==> src/hw/cpuPkg.sv <==
`default_nettype none

package cpuPkg;

    localparam int xlen = 32;
    localparam int imemAw = 8;  // 256 instruction words
    localparam int dmemAw = 8;  // 256 data words

    typedef logic [xlen-1:0] wordT;
    typedef logic [4:0] regAddrT;
    typedef logic [imemAw-1:0] imemAddrT;

    // major opcodes of the supported subset
    localparam logic [6:0] opReg = 7'b0110011;
    localparam logic [6:0] opImm = 7'b0010011;
    localparam logic [6:0] opLoad = 7'b0000011;
    localparam logic [6:0] opStore = 7'b0100011;
    localparam logic [6:0] opBranch = 7'b1100011;
    localparam logic [6:0] opJal = 7'b1101111;

    // branch funct3 codes
    localparam logic [2:0] f3Beq = 3'b000;
    localparam logic [2:0] f3Bne = 3'b001;
    localparam logic [2:0] f3Blt = 3'b100;
    localparam logic [2:0] f3Bge = 3'b101;

    // alu funct3 codes
    localparam logic [2:0] f3Add = 3'b000;
    localparam logic [2:0] f3Sll = 3'b001;
    localparam logic [2:0] f3Srl = 3'b101;
    localparam logic [2:0] f3Or = 3'b110;
    localparam logic [2:0] f3And = 3'b111;

    typedef enum logic [3:0] {
        aluAdd,
        aluSub,
        aluAnd,
        aluOr,
        aluSll,
        aluSrl,
        aluSra
    } aluOpT;

    typedef enum logic [1:0] {
        fwdNone = 2'd0,  // register file value
        fwdMem = 2'd1,   // ex/mem alu result
        fwdWb = 2'd2     // writeback value
    } fwdSelT;

    localparam wordT nopInstr = 32'h0000_0013;  // addi x0, x0, 0

endpackage

`default_nettype wire

==> src/hw/pipeControl.sv <==
`default_nettype none

module pipeControl import cpuPkg::*; (
    input wire wordT idInstr,
    input wire regAddrT exRs1,
    input wire regAddrT exRs2,
    input wire regAddrT exRd,
    input wire logic exMemRead,
    input wire logic exRegWrite,
    input wire regAddrT memRd,
    input wire regAddrT wbRd,
    input wire logic memRegWrite,
    input wire logic wbRegWrite,
    input wire logic redirect,
    output logic regWrite,
    output logic memRead,
    output logic memWrite,
    output logic memToReg,
    output logic aluSrc,
    output logic isBranch,
    output logic isJal,
    output aluOpT aluOp,
    output logic stall,
    output logic flush,
    output logic bubble,
    output fwdSelT fwdA,
    output fwdSelT fwdB
);

    logic [6:0] opcode;
    logic [2:0] funct3;
    logic alt;  // funct7 bit 30
    regAddrT idRs1, idRs2;
    logic useRs1, useRs2;

    assign opcode = idInstr[6:0];
    assign funct3 = idInstr[14:12];
    assign alt = idInstr[30];
    assign idRs1 = idInstr[19:15];
    assign idRs2 = idInstr[24:20];

    assign regWrite = (opcode == opReg) || (opcode == opImm) || (opcode == opLoad)
                    || (opcode == opJal);
    assign memRead = (opcode == opLoad);
    assign memToReg = (opcode == opLoad);
    assign memWrite = (opcode == opStore);
    assign aluSrc = (opcode == opImm) || (opcode == opLoad) || (opcode == opStore);
    assign isBranch = (opcode == opBranch);
    assign isJal = (opcode == opJal);

    always_comb begin
        aluOp = aluAdd;  // loads, stores and addi
        if (opcode == opReg || opcode == opImm) begin
            case (funct3)
                f3Add: aluOp = (opcode == opReg && alt) ? aluSub : aluAdd;
                f3And: aluOp = aluAnd;
                f3Or: aluOp = aluOr;
                f3Sll: aluOp = aluSll;
                f3Srl: aluOp = alt ? aluSra : aluSrl;
                default: aluOp = aluAdd;
            endcase
        end
    end

    // only real source operands can cause a load-use stall
    assign useRs1 = (opcode != opJal);
    assign useRs2 = (opcode == opReg) || (opcode == opStore) || (opcode == opBranch);

    assign stall = exMemRead && exRegWrite && (exRd != '0)
                 && ((useRs1 && exRd == idRs1) || (useRs2 && exRd == idRs2));

    assign flush = redirect;
    assign bubble = stall || redirect;

    always_comb begin
        fwdA = fwdNone;
        fwdB = fwdNone;
        if (memRegWrite && memRd != '0 && memRd == exRs1) fwdA = fwdMem;  // youngest first
        else if (wbRegWrite && wbRd != '0 && wbRd == exRs1) fwdA = fwdWb;
        if (memRegWrite && memRd != '0 && memRd == exRs2) fwdB = fwdMem;
        else if (wbRegWrite && wbRd != '0 && wbRd == exRs2) fwdB = fwdWb;
    end

endmodule

`default_nettype wire

==> config.mk <==
export PLATFORM = sky130hd
export DESIGN_NAME = pipeControl
export DESIGN_NICKNAME = d
export VERILOG_FILES = /design/src/hw/cpuPkg.sv /design/src/hw/pipeControl.sv
export SDC_FILE = /design/constraint.sdc
export NUM_CORES = 1
export LEC_CHECK = 0
export BUFFER_PORTS_ARGS = -buffer_cell sky130_fd_sc_hd__buf_4
export CELL_PAD_IN_SITES_DETAIL_PLACEMENT = 0
export CELL_PAD_IN_SITES_GLOBAL_PLACEMENT = 1
export CORE_UTILIZATION = 20
export DETAILED_ROUTE_END_ITERATION = 16
export PLACE_DENSITY_LB_ADDON = 0.1
export SLEW_MARGIN = 25
export SYNTH_ARGS = -nofsm -noshare
export SYNTH_HDL_FRONTEND = slang
export SYNTH_SLANG_ARGS = --single-unit
export TNS_END_PERCENT = 10
==> constraint.sdc <==
create_clock -name vclk -period 2.9
set_input_delay 0.435 -clock vclk [all_inputs]
set_output_delay 0.435 -clock vclk [all_outputs]
set_load 0.02 [all_outputs]
==> qor.yml <==
setup_tns_ns: 0
port_buffers: 68
hold_slack_ns: 1.08
routed_via_density: 4.53
dr.pass1.iters: 4
hold_class: "in2out"
final_core_util_pct: 42.5
via_count: 792
switchingPower_mw: 0.0564
antenna_found_initial: 0
die_width_um: 55.2
final-hold-violation-count: 0
seq_area_um2: 0
finalSetupViolCount: 0
grt_max_degree: 7
wl_per_cell_um: 11.0
place_area_um2: 1090
synthTopCellsByArea: "xor2_1, xnor2_1, or4_1"
critical_path.max_fanout: 3
cts_resized: 0
yosys-top-cells-count: "xor2_1, xnor2_1, nor2_1"
die_y_um: 55.2
yosysTopAreaCellShare_pct: 27.9
yosysMostFrequentCell: "xor2_1"
ant_nets: 0
yosys.area.top_type: "xor2_1"
coreArea_um2: 2570
p_comb_share_pct: 100.0
gp_congestion: 0.766
drv_slew: 0
fin_crit_sh_pct: 77.9
nNetsFinal: 209
pwr_density_cell_nw_per_um2: 123
cp.arrival_ns: 1.82
start_util_pct: 22.0
p_leak_nw: 0.503
pwr-share-clk_pct: 0
synth_area_per_cell_um2: 7.07
startpoint_type: "input pin"
dieArea_um2: 3040
grt_pass1_vias: 681
fp-row-count: 18
syn_nets: 142
critPathKind: "in2out"
synth_area_um2: 566
ios: 80
grtUsageTotal_pct: 12.6
syn_inst: 80
end_kind: "output pin"
hold_buffers: 0
drv_cap: 0
setup_slack_ns: 0.642
gr-total-overflow: 0
worstPathRequired_ns: 2.47
status: "finished, final reports clean"
yosysWarnings: 0
areaGrowthSynthToFinish_pct: 92.9
worst_pin_slew_ns: 0.574
fin_cells: 175
drc: 0
switching_share_pct: 42.0
rsz0062_at_grt: "no"
seq_area_frac_synth_pct: 0
first_iter_violations: 10
seq_cell_count: 0
pwr-share-seq_pct: 0
dp_cells: 175
hpwl_mm: 1.84
totalPowerFinal_mw: 0.134
post-cts-setup-buffers: 0
pre_cts_ws_ns: 0.645
drive_gt1_share_pct: 50.3
synth_cell_types: 26
drt_wl_total_mm: 1.92
grt_pass1_wl_mm: 2.90
antenna_cells: 0
relSlewSlack_pct: 61.4
ir_worst_vdd_mv: 0.0537
internal_power_mw: 0.0780
design_area_um2: 1090
period_needed_ns: 2.26
fmax_ghz: 0.443
clkbuf_count: 0
[path summary, 6_finish.rpt]
check     start  slack, ns       to  depth (start not counted)
max    memRd[1]       0.64  fwdA[1]                          6
min    redirect       1.08    flush                          2
[cell families (layout without fill, tap and decap cells)]
family	after synthesis	after routing	synth area share (%)
simple gates	34	34	36.5
compound gates	10	10	11.1
other cells	1	1	0.663
buf+inv	5	70	5.31
xor+xnor	30	30	46.5
[placed cells by master (no fill, tap or decap), types with 2 or more instances in the layout]
cell	count
inv_1	2
nor3_1	3
a31oi_1	2
xor2_1	18
nor4_2	2
nand2_1	2
nand4_1	2
nand3_1	5
nor2_1	6
xnor2_1	12
nor4_1	4
or4_1	4
a21oi_1	3
buf_4	68
[power groups by stage]
stage / Sequential [mW] / Combinational, mW / Clock [mW]
final: 0 / 0.134 / 0
after global routing: 0 / 0.147 / 0
after CTS: 0 / 0.136 / 0
after detailed placement: 0 / 0.136 / 0
after global placement: 0 / 0.134 / 0
after floorplan: 0 / 0.0541 / 0
[worst max-delay path, stage by stage]
cell	delay, ns
buf_4	0.13
or4_4	0.52
o21ai_2	0.14
nor4_1	0.10
nor4_2	0.30
buf_4	0.19
[final cells by class]
| class | instances | area (um^2) |
|---|---|---|
| inverter | 2 | 7.51 |
| multi-input combinational | 75 | 536 |
| tap | 30 | 37.5 |
| timing repair buffer | 68 | 510 |
| fill | 274 | 1480 |
[per-layer routing]
| layer | vias to the layer above | track usage (%) | share of wire [%] |
|---|---|---|---|
| met5 | - | 0 | 0 |
| met4 | 0 | 0 | 0 |
| met3 | 0 | 0 | 7.5 |
| met2 | 33 | 23.7 | 52 |
| met1 | 345 | 16.8 | 40 |
| li1 | 414 | - | - |
(Power assumes the default switching activity.)
