==> src/hw/cpuPkg.sv <==
`default_nettype none

package cpuPkg;

    localparam int xlen = 32;
    localparam int imemAw = 8;  // 256 instruction words
    localparam int dmemAw = 8;  // 256 data words

    typedef logic [xlen-1:0] wordT;
    typedef logic [4:0] regAddrT;
    typedef logic [imemAw-1:0] imemAddrT;

    // major opcodes of the supported subset
    localparam logic [6:0] opReg = 7'b0110011;
    localparam logic [6:0] opImm = 7'b0010011;
    localparam logic [6:0] opLoad = 7'b0000011;
    localparam logic [6:0] opStore = 7'b0100011;
    localparam logic [6:0] opBranch = 7'b1100011;
    localparam logic [6:0] opJal = 7'b1101111;

    // branch funct3 codes
    localparam logic [2:0] f3Beq = 3'b000;
    localparam logic [2:0] f3Bne = 3'b001;
    localparam logic [2:0] f3Blt = 3'b100;
    localparam logic [2:0] f3Bge = 3'b101;

    // alu funct3 codes
    localparam logic [2:0] f3Add = 3'b000;
    localparam logic [2:0] f3Sll = 3'b001;
    localparam logic [2:0] f3Srl = 3'b101;
    localparam logic [2:0] f3Or = 3'b110;
    localparam logic [2:0] f3And = 3'b111;

    typedef enum logic [3:0] {
        aluAdd,
        aluSub,
        aluAnd,
        aluOr,
        aluSll,
        aluSrl,
        aluSra
    } aluOpT;

    typedef enum logic [1:0] {
        fwdNone = 2'd0,  // register file value
        fwdMem = 2'd1,   // ex/mem alu result
        fwdWb = 2'd2     // writeback value
    } fwdSelT;

    localparam wordT nopInstr = 32'h0000_0013;  // addi x0, x0, 0

endpackage

`default_nettype wire

==> src/hw/executeStage.sv <==
`default_nettype none

module executeStage import cpuPkg::*; (
    input wire logic clk,
    input wire logic rst,
    input wire wordT exPc,
    input wire wordT exRdata1,
    input wire wordT exRdata2,
    input wire wordT exImm,
    input wire regAddrT exRd,
    input wire aluOpT exAluOp,
    input wire logic exRegWrite,
    input wire logic exMemRead,
    input wire logic exMemWrite,
    input wire logic exMemToReg,
    input wire logic exAluSrc,
    input wire logic exIsBranch,
    input wire logic exIsJal,
    input wire logic [2:0] exFunct3,
    input wire fwdSelT fwdA,
    input wire fwdSelT fwdB,
    input wire wordT wbData,
    output logic redirect,
    output wordT redirectPc,
    output wordT memAluResult,
    output wordT memStoreData,
    output regAddrT memRd,
    output logic memRegWrite,
    output logic memMemRead,
    output logic memMemWrite,
    output logic memMemToReg
);

    wordT srcA, srcB, opB, aluOut, result;
    logic [4:0] shamt;
    logic isEq, isLt, taken;

    function automatic wordT pickFwd(fwdSelT sel, wordT regVal, wordT memVal, wordT wbVal);
        case (sel)
            fwdMem: return memVal;
            fwdWb: return wbVal;
            default: return regVal;
        endcase
    endfunction

    assign srcA = pickFwd(fwdA, exRdata1, memAluResult, wbData);
    assign srcB = pickFwd(fwdB, exRdata2, memAluResult, wbData);
    assign opB = exAluSrc ? exImm : srcB;
    assign shamt = opB[4:0];

    always_comb begin
        case (exAluOp)
            aluAdd: aluOut = srcA + opB;
            aluSub: aluOut = srcA - opB;
            aluAnd: aluOut = srcA & opB;
            aluOr: aluOut = srcA | opB;
            aluSll: aluOut = srcA << shamt;
            aluSrl: aluOut = srcA >> shamt;
            aluSra: aluOut = $signed(srcA) >>> shamt;
            default: aluOut = '0;
        endcase
    end

    assign result = exIsJal ? exPc + 32'd4 : aluOut;  // link address

    assign isEq = (srcA == srcB);
    assign isLt = ($signed(srcA) < $signed(srcB));

    always_comb begin
        case (exFunct3)
            f3Beq: taken = isEq;
            f3Bne: taken = !isEq;
            f3Blt: taken = isLt;
            f3Bge: taken = !isLt;
            default: taken = 1'b0;
        endcase
    end

    assign redirect = (exIsBranch && taken) || exIsJal;
    assign redirectPc = exPc + exImm;

    always_ff @(posedge clk) begin
        memAluResult <= result;
        memStoreData <= srcB;
        memRd <= exRd;
        if (rst) begin
            {memRegWrite, memMemRead, memMemWrite, memMemToReg} <= '0;
        end else begin
            {memRegWrite, memMemRead, memMemWrite, memMemToReg} <=
                {exRegWrite, exMemRead, exMemWrite, exMemToReg};
        end
    end

endmodule

`default_nettype wire

==> config.mk <==
export PLATFORM = sky130hd
export DESIGN_NAME = executeStage
export DESIGN_NICKNAME = d
export VERILOG_FILES = /design/src/hw/cpuPkg.sv /design/src/hw/executeStage.sv
export SDC_FILE = /design/constraint.sdc
export NUM_CORES = 1
export LEC_CHECK = 0
export BUFFER_PORTS_ARGS = -buffer_cell sky130_fd_sc_hd__clkbuf_2
export CELL_PAD_IN_SITES_DETAIL_PLACEMENT = 0
export CELL_PAD_IN_SITES_GLOBAL_PLACEMENT = 1
export CORE_UTILIZATION = 37
export DETAILED_ROUTE_END_ITERATION = 8
export GPL_TIMING_DRIVEN = 0
export PLACE_DENSITY = 0.85
export SKIP_LAST_GASP = 1
export SYNTH_ARGS = -nofsm -noshare
export SYNTH_HDL_FRONTEND = slang
export SYNTH_SLANG_ARGS = --single-unit
==> constraint.sdc <==
create_clock -name clk -period 4.5 [get_ports clk]
set_input_delay 0 -clock clk [delete_from_list [all_inputs] [get_ports clk]]
set_output_delay 0 -clock clk [all_outputs]
set_load 0.05 [all_outputs]
==> results of run 1 <==
logic make-up (layout without fill, tap and decap cells):
| group | count (synthesis) | after routing |
|---|---|---|
| compound gates | 672 | 672 |
| xor+xnor | 105 | 105 |
| fa+ha+maj | 111 | 111 |
| buf+inv | 209 | 580 |
| flops | 73 | 73 |
| mux | 171 | 171 |
| simple gates | 592 | 592 |
layout make-up:
class	count	area, um^2	area share [%]
plain buffers	106	665.6	3.785
clock buffers	9	225.2	1.281
clock inverters	7	77.57	0.4411
inverters	95	371.6	2.113
multi-input cells	1651	12090	68.77
flip-flops and latches	73	1466	8.339
well taps	461	576.8	3.280
repair buffers	363	2108	11.99
metal layers:
layer | vias to the layer above | global-route usage [%] | share of wire (%)
met1 | 9049 | 58.16 | 40
li1 | 7960 | - | -
met5 | - | 0 | 0
met3 | 341 | 12.85 | 12
met2 | 1483 | 66.03 | 41
met4 | 0 | 25.93 | 7.0
flip-flops by register name, indices dropped and copies added (netlist names):
register,count
memMemWrite,1
memRd,5
memStoreData,32
memMemToReg,1
memAluResult,32
memRegWrite,1
memMemRead,1
cells in the mapped netlist (40+ instances only):
library cell	n
mux2i_1	143
a22oi_1	53
o21ai_0	147
clkbuf_1	64
nand2_1	182
dfxtp_1	73
xnor2_1	72
a21o_1	40
nor2_1	176
nor3_1	50
ha_1	109
nand3_1	45
inv_1	91
a21oi_1	128
timing repair:
item	CTS	global route
buffers inserted	23	21
hold buffers	30	2
endpoints found under the setup margin	30	26
resized for setup	141	122
hold endpoints to repair	28	2
pin swaps	36	50
through the flow:
step | std cells | worst slack, ps | TNS [ps] | hold WS, ps
after CTS | 2745 | -94.97 | -303.4 | 1.702
after detailed placement | 2681 | -1959 | -37140 | 105.4
final | 2765 | -251.3 | -960.8 | -37.44
after global placement | 2681 | -1946 | -38200 | 105.2
after floorplan | 1933 | 0.4237 | 0 | 27.72
after global routing | 2765 | -368.8 | -2508 | 2.772
where the power goes:
group | switching, W | internal (W)
clock | 0.000355 | 0.000436
sequential | 0.0000431 | 0.000715
combinational | 0.00271 | 0.00125
total | 0.00311 | 0.00240
path summary, 6_finish.rpt:
kind | slack [ps] | cells after the start | endpoint
min | -40 | 3 | memStoreData[12]
max | -250 | 18 | memAluResult[24]
max reg2reg | -250 | 18 | memAluResult[24]
min reg2reg | 670 | 2 | memStoreData[24]
worst max-delay path: stages (launching register included):
cell and delay, ps:
dfxtp_2 340, a22o_1 220, o211a_4 340, a21o_4 220, or4b_4 580, nor2_4 120, nand2_2 80, o31ai_4 300
xor2_2 190, ha_1 270, a21o_1 180, a21o_1 150, a21o_1 190, a221oi_4 330, o22a_1 240, a31oi_4 130
xor2_2 200, a211oi_4 360, o22ai_1 130
==> results.py, run 1 <==
metrics = {
    "status": {
        "status": "finished, violations left",
        "violations": "hold timing, setup timing",
    },
    "logic_synthesis": {
        "synth_flop_cell": "dfxtp_1",
        "synthSimpleGateAreaFrac_pct": 20.09,
        "syn-instance-count": 1933,
        "synth-async-reset-ratio_pct": 0,
        "synth-adder-area-share_pct": 10.28,
        "compound_gate_portion_of_the_synthesized_area_pct": 33.07,
        "synth_xor_area_share_pct": 6.736,
        "yosys_register_bits": 73,
        "netlist_area_mm2": 0.01365,
        "synthMuxAreaShare_pct": 12.93,
        "synth-edff-count": 0,
        "synth_top_cells_by_area": "dfxtp_1, mux2i_1, ha_1",
        "synth_top_area_share_pct": 10.70,
        "avg_cell_area_syn_um2": 7.063,
        "ys_warn_count": 0,
        "synth_sequential_area_ratio_pct": 10.70,
        "yosys.area.top_type": "dfxtp_1",
        "syn_nets": 2229,
        "synth_top_family_by_area": "compound AO/OA/AOI/OAI gates",
        "post_synth_num_cell_types": 82,
    },
    "die": {
        "floorplan.die_area_mm2": 0.03767,
        "core-area_mm2": 0.03591,
        "core.rowCount": 69,
        "die-height_um": 194.1,
        "die_width_um": 194.1,
        "floorplan.io_pins": 291,
        "floorplan.initialDensity_pct": 38.02,
    },
    "final_layout": {
        "layout.core_utilization_pct": 48.97,
        "layout_commonest_cell": "clkbuf_2",
        "finalInstanceArea_mm2": 0.01759,
        "layout-area-overhead-vs-synth_pct": 28.80,
        "final_layout_size_suffix_gt1_share_pct": 24.96,
        "antenna_cells": 0,
        "final_cell_mix": "clkbuf_2, nand2_1, nor2_1, mux2i_1, o21ai_0",
        "fillCellCount": 3682,
        "final_net_count": 2595,
    },
    "timing": {
        "rsz0062_at_grt": "yes",
        "setup_viol": 9,
        "finalHoldViolCount": 2,
        "relSlewSlack_pct": 12.43,
        "max_clock_freq_ghz": 0.2105,
        "drv_slew": 0,
        "finalCriticalPeriod_ps": 4751,
        "clock-skew-final_ps": 10.63,
        "layout_worst_path_cycle_share_pct": 105.6,
        "worst_hold_slack_ps": -37.44,
        "timing_worst_slew_pin_value_ps": 1313,
        "finalWorstSetupSlack_ps": -251.3,
    },
    "placed_design": {
        "place.gp.congestion": 1.092,
        "buffer_ports.inserted": 287,
        "placed_cell_area_mm2": 0.01574,
        "detailedPlacementHpwl_mm": 70.71,
    },
    "drt": {
        "route.vias.total": 18830,
        "wl_per_cell_um": 31.82,
        "dr.first_iter.drc_count": 2829,
        "remaining_drc_errors": 0,
        "dr.pass1.iters": 6,
        "post_detailed_route_via_to_cell_ratio": 6.811,
        "drtAntennaViolNets": 0,
        "postRouteWirelength_mm": 87.99,
    },
    "critical_path": {
        "end_kind": "flip-flop",
        "r2r_start": "memAluResult[0]",
        "cp_data_arrival_time_ps": 4930,
        "startpoint": "memAluResult[0]",
        "setup.worst_path.class": "reg -> reg",
        "critPathMaxFanout": 4,
        "start_kind": "flip-flop",
        "critPathRequiredTime_ps": 4680,
    },
    "cts": {
        "cts.reportedPaths.clkPinSlew_ps": 70,
        "cts-buffers-inserted": 9,
        "cts_max_path_buffers": 2,
        "ctsHtreeMaxLevel": 3,
        "cts_num_sinks": 73,
        "tritoncts": "done",
        "cts_root_buffer": "clkbuf_16",
        "worst_skew_pair.late_latency_ps": 370,
    },
    "hold_path": {
        "hold_start": "exRdata2[12]",
        "worst_hold_path_type": "in -> reg",
    },
    "pwr": {
        "worst_ir_drop_vdd_uv": 195.7,
        "power_density_mw_per_mm2": 313.3,
        "cellLeakagePower_nw": 7.915,
        "finalPower_w": 0.005509,
    },
    "grt": {
        "antenna_found_initial": 1,
        "globalRouteOverflowTotal": 0,
        "grt_start_max_net_pins": 20,
        "grt_first_pass_wirelength_mm": 123.6,
        "grt_pass1_vias": 17730,
        "globalRouteTotalUtil_pct": 44.90,
    },
    "run": {
        "cap_violations": 0,
    },
}
No activity file was read; power rests on OpenSTA's default activity.
==> run 2: changes to the inputs <==
SKIP_LAST_GASP = default   (was 1)
==> results.py, run 2 (synthesis results as in run 1) <==
metrics = {
    "status": {
        "status": "finished, violations left",
        "violations": "DRC, hold timing, setup timing",
    },
    "cts": {
        "worst_skew_pair.late_latency_ps": 370,
        "tritoncts": "done",
        "cts_root_buffer": "clkbuf_16",
        "ctsHtreeMaxLevel": 3,
        "cts_num_sinks": 73,
        "cts.reportedPaths.clkPinSlew_ps": 70,
        "cts_max_path_buffers": 2,
        "cts-buffers-inserted": 9,
    },
    "timing": {
        "drv_slew": 0,
        "worst_hold_slack_ps": -40.47,
        "finalWorstSetupSlack_ps": -281.0,
        "layout_worst_path_cycle_share_pct": 106.2,
        "finalCriticalPeriod_ps": 4781,
        "relSlewSlack_pct": 12.72,
        "timing_worst_slew_pin_value_ps": 1276,
        "clock-skew-final_ps": 11.39,
        "finalHoldViolCount": 3,
        "max_clock_freq_ghz": 0.2092,
        "rsz0062_at_grt": "yes",
        "setup_viol": 10,
    },
    "pwr": {
        "register_share_of_total_power_pct": 13.9,
        "power_density_mw_per_mm2": 313.8,
        "power.net_switching_w": 0.003087,
        "worst_ir_drop_vdd_uv": 192.8,
        "cellLeakagePower_nw": 7.857,
        "internal_power_w": 0.002374,
        "finalPower_w": 0.005460,
        "switching_part_of_the_total_pct": 56.52,
        "power.share.clock_pct": 14.4,
        "combPwrFrac_pct": 71.7,
    },
    "drt": {
        "postRouteWirelength_mm": 87.48,
        "wl_per_cell_um": 31.72,
        "dr.pass1.iters": 7,
        "drtAntennaViolNets": 0,
        "dr.first_iter.drc_count": 2809,
        "remaining_drc_errors": 2,
        "route.vias.total": 18700,
        "post_detailed_route_via_to_cell_ratio": 6.781,
    },
    "placed_design": {
        "place.gp.congestion": 1.092,
        "buffer_ports.inserted": 287,
        "dp_slack_ps": -1959,
        "detailedPlacementHpwl_mm": 70.71,
    },
    "die": {
        "die-height_um": 194.1,
        "die_width_um": 194.1,
        "core.rowCount": 69,
        "floorplan.die_area_mm2": 0.03767,
        "core-area_mm2": 0.03591,
        "floorplan.io_pins": 291,
        "floorplan.initialDensity_pct": 38.02,
    },
    "final_layout": {
        "final_net_count": 2587,
        "final_layout_size_suffix_gt1_share_pct": 24.43,
        "layout_commonest_cell": "clkbuf_2",
        "final_cell_mix": "clkbuf_2, nand2_1, nor2_1, mux2i_1, o21ai_0",
        "layout-area-overhead-vs-synth_pct": 27.46,
        "reg_top3": "memAluResult x32, memStoreData x32, memRd x5",
    },
    "critical_path": {
        "r2r_start": "memAluResult[4]",
        "cp_common_cell": "buf_4",
        "critical_path.slowest_cell": "mux2i_4",
        "setup.worst_path.class": "in -> out",
        "critPathMaxFanout": 10,
        "regToRegSetupSlack_ps": -240,
        "reg2reg_depth": 19,
        "startpoint": "fwdB[0]",
        "critPathRequiredTime_ps": 4500,
        "cp_data_arrival_time_ps": 4780,
        "crit_family": "buffers and inverters",
        "cp_slowest_stage_delay_ps": 410,
        "path_cells": "clkbuf_2 > inv_1 > ha_1 > buf_4 > buf_4 > buf_6 > buf_6 > buf_4 > nand2_1 > o21ai_1 > inv_1 > ha_1 > nand4_1 > nor3_4 > nand4_1 > nor3_2 > o211ai_1 > o2111ai_2 > mux2i_4 > nor3_1 > o41ai_2 > clkbuf_8",
        "critical_path.n_buffers_inverters": 9,
        "crit-reg2reg-capture": "memAluResult[24]",
        "end_kind": "primary output",
        "start_kind": "primary input",
    },
    "grt": {
        "globalRouteOverflowTotal": 0,
        "grt_first_pass_wirelength_mm": 123.7,
        "antenna_found_initial": 1,
        "grt_pass1_vias": 17710,
        "grt_start_max_net_pins": 20,
        "globalRouteTotalUtil_pct": 44.88,
    },
    "hold_path": {
        "holdPathEnd": "memStoreData[12]",
        "worst_hold_path_type": "in -> reg",
        "hold_start": "exRdata2[12]",
        "whs_path_depth": 3,
    },
    "run": {
        "cap_violations": 0,
    },
}
[run 2: cell count changes in the layout (fill, tap and decap cells not counted), moves of 3 or more]
cell	delta
o21ai_4	-3
o21ai_2	-3
o31ai_1	-3
o31ai_2	+3
o21a_1	+5
buf_12	-3
clkbuf_2	+5
o21a_2	-5
buf_6	-6
o21ai_0	+5
[run 2: power by group through the flow]
| stage | clock network (W) | logic (W) | registers, W |
|---|---|---|---|
| 2_1_floorplan | 0 | 0.00204 | 0.000994 |
| 3_3_place_gp | 0 | 0.00347 | 0.000768 |
| 3_5_place_dp | 0 | 0.00346 | 0.000769 |
| 4_1_cts | 0.000785 | 0.00365 | 0.000755 |
| 5_1_grt | 0.000812 | 0.00405 | 0.000761 |
| 6_report | 0.000788 | 0.00392 | 0.000757 |
[run 2: cell type report]
class	count	area [um^2]
Fill cell	3709	18510
Multi-Input combinational cell	1651	12040
Timing Repair Buffer	355	2033
Sequential cell	73	1465
Buffer	106	608.1
Tap cell	461	576.8
Inverter	95	372.9
Clock buffer	9	225.2
Clock inverter	7	77.57
Antenna cell	1	2.502
[run 2: worst register-to-register path, delay by kind of cell, from the launching register on]
kind | cells | cell delay (ps)
adders and majority gates | 1 | 260
buffers and inverters | 1 | 40
DFF | 1 | 330
and+or+nand+nor | 4 | 910
AOI/OAI and AO/OA | 11 | 2620
xor gates and xnor gates | 2 | 390
[run 2: worst max path at each step]
stage,slack [ps],cells after the start,to
floorplan,0.4,21,memAluResult[30]
global placement,-1950,25,memAluResult[24]
detailed placement,-1960,25,memAluResult[24]
CTS,-90,19,memAluResult[24]
global route,-340,19,memAluResult[24]
finish,-280,22,redirect
[run 2: per-stage QoR]
step           utilization [%]  std cells  hold WS (ps)  setup TNS, ps  cell area (um^2)
2_1_floorplan                -       1933         27.72              0             13690
3_3_place_gp             43.74       2681         105.2         -38200             15710
3_5_place_dp             43.82       2681         105.4         -37140             15740
4_1_cts                  47.35       2745         1.702         -268.5             17010
5_1_grt                  48.45       2757         2.772          -2986             17400
6_report                 48.45       2758        -40.47          -1281             17400
[run 2: repair_timing]
action,4_1_cts,5_1_grt
pin swaps,36,31
buffers inserted,23,14
resized for setup,143,74
hold buffers,30,1
endpoints found under the hold margin,28,1
setup endpoints to repair,30,26
[run 2: metal layers]
metal,GRT usage (%),part of all wire (%),wire length (um),vias up
li1,-,-,-,7960
met1,58.31,40,34690,8970
met2,66.03,41,35800,1466
met3,12.61,13,11240,305
met4,25.81,6.6,5749,0
met5,0,0,0,-
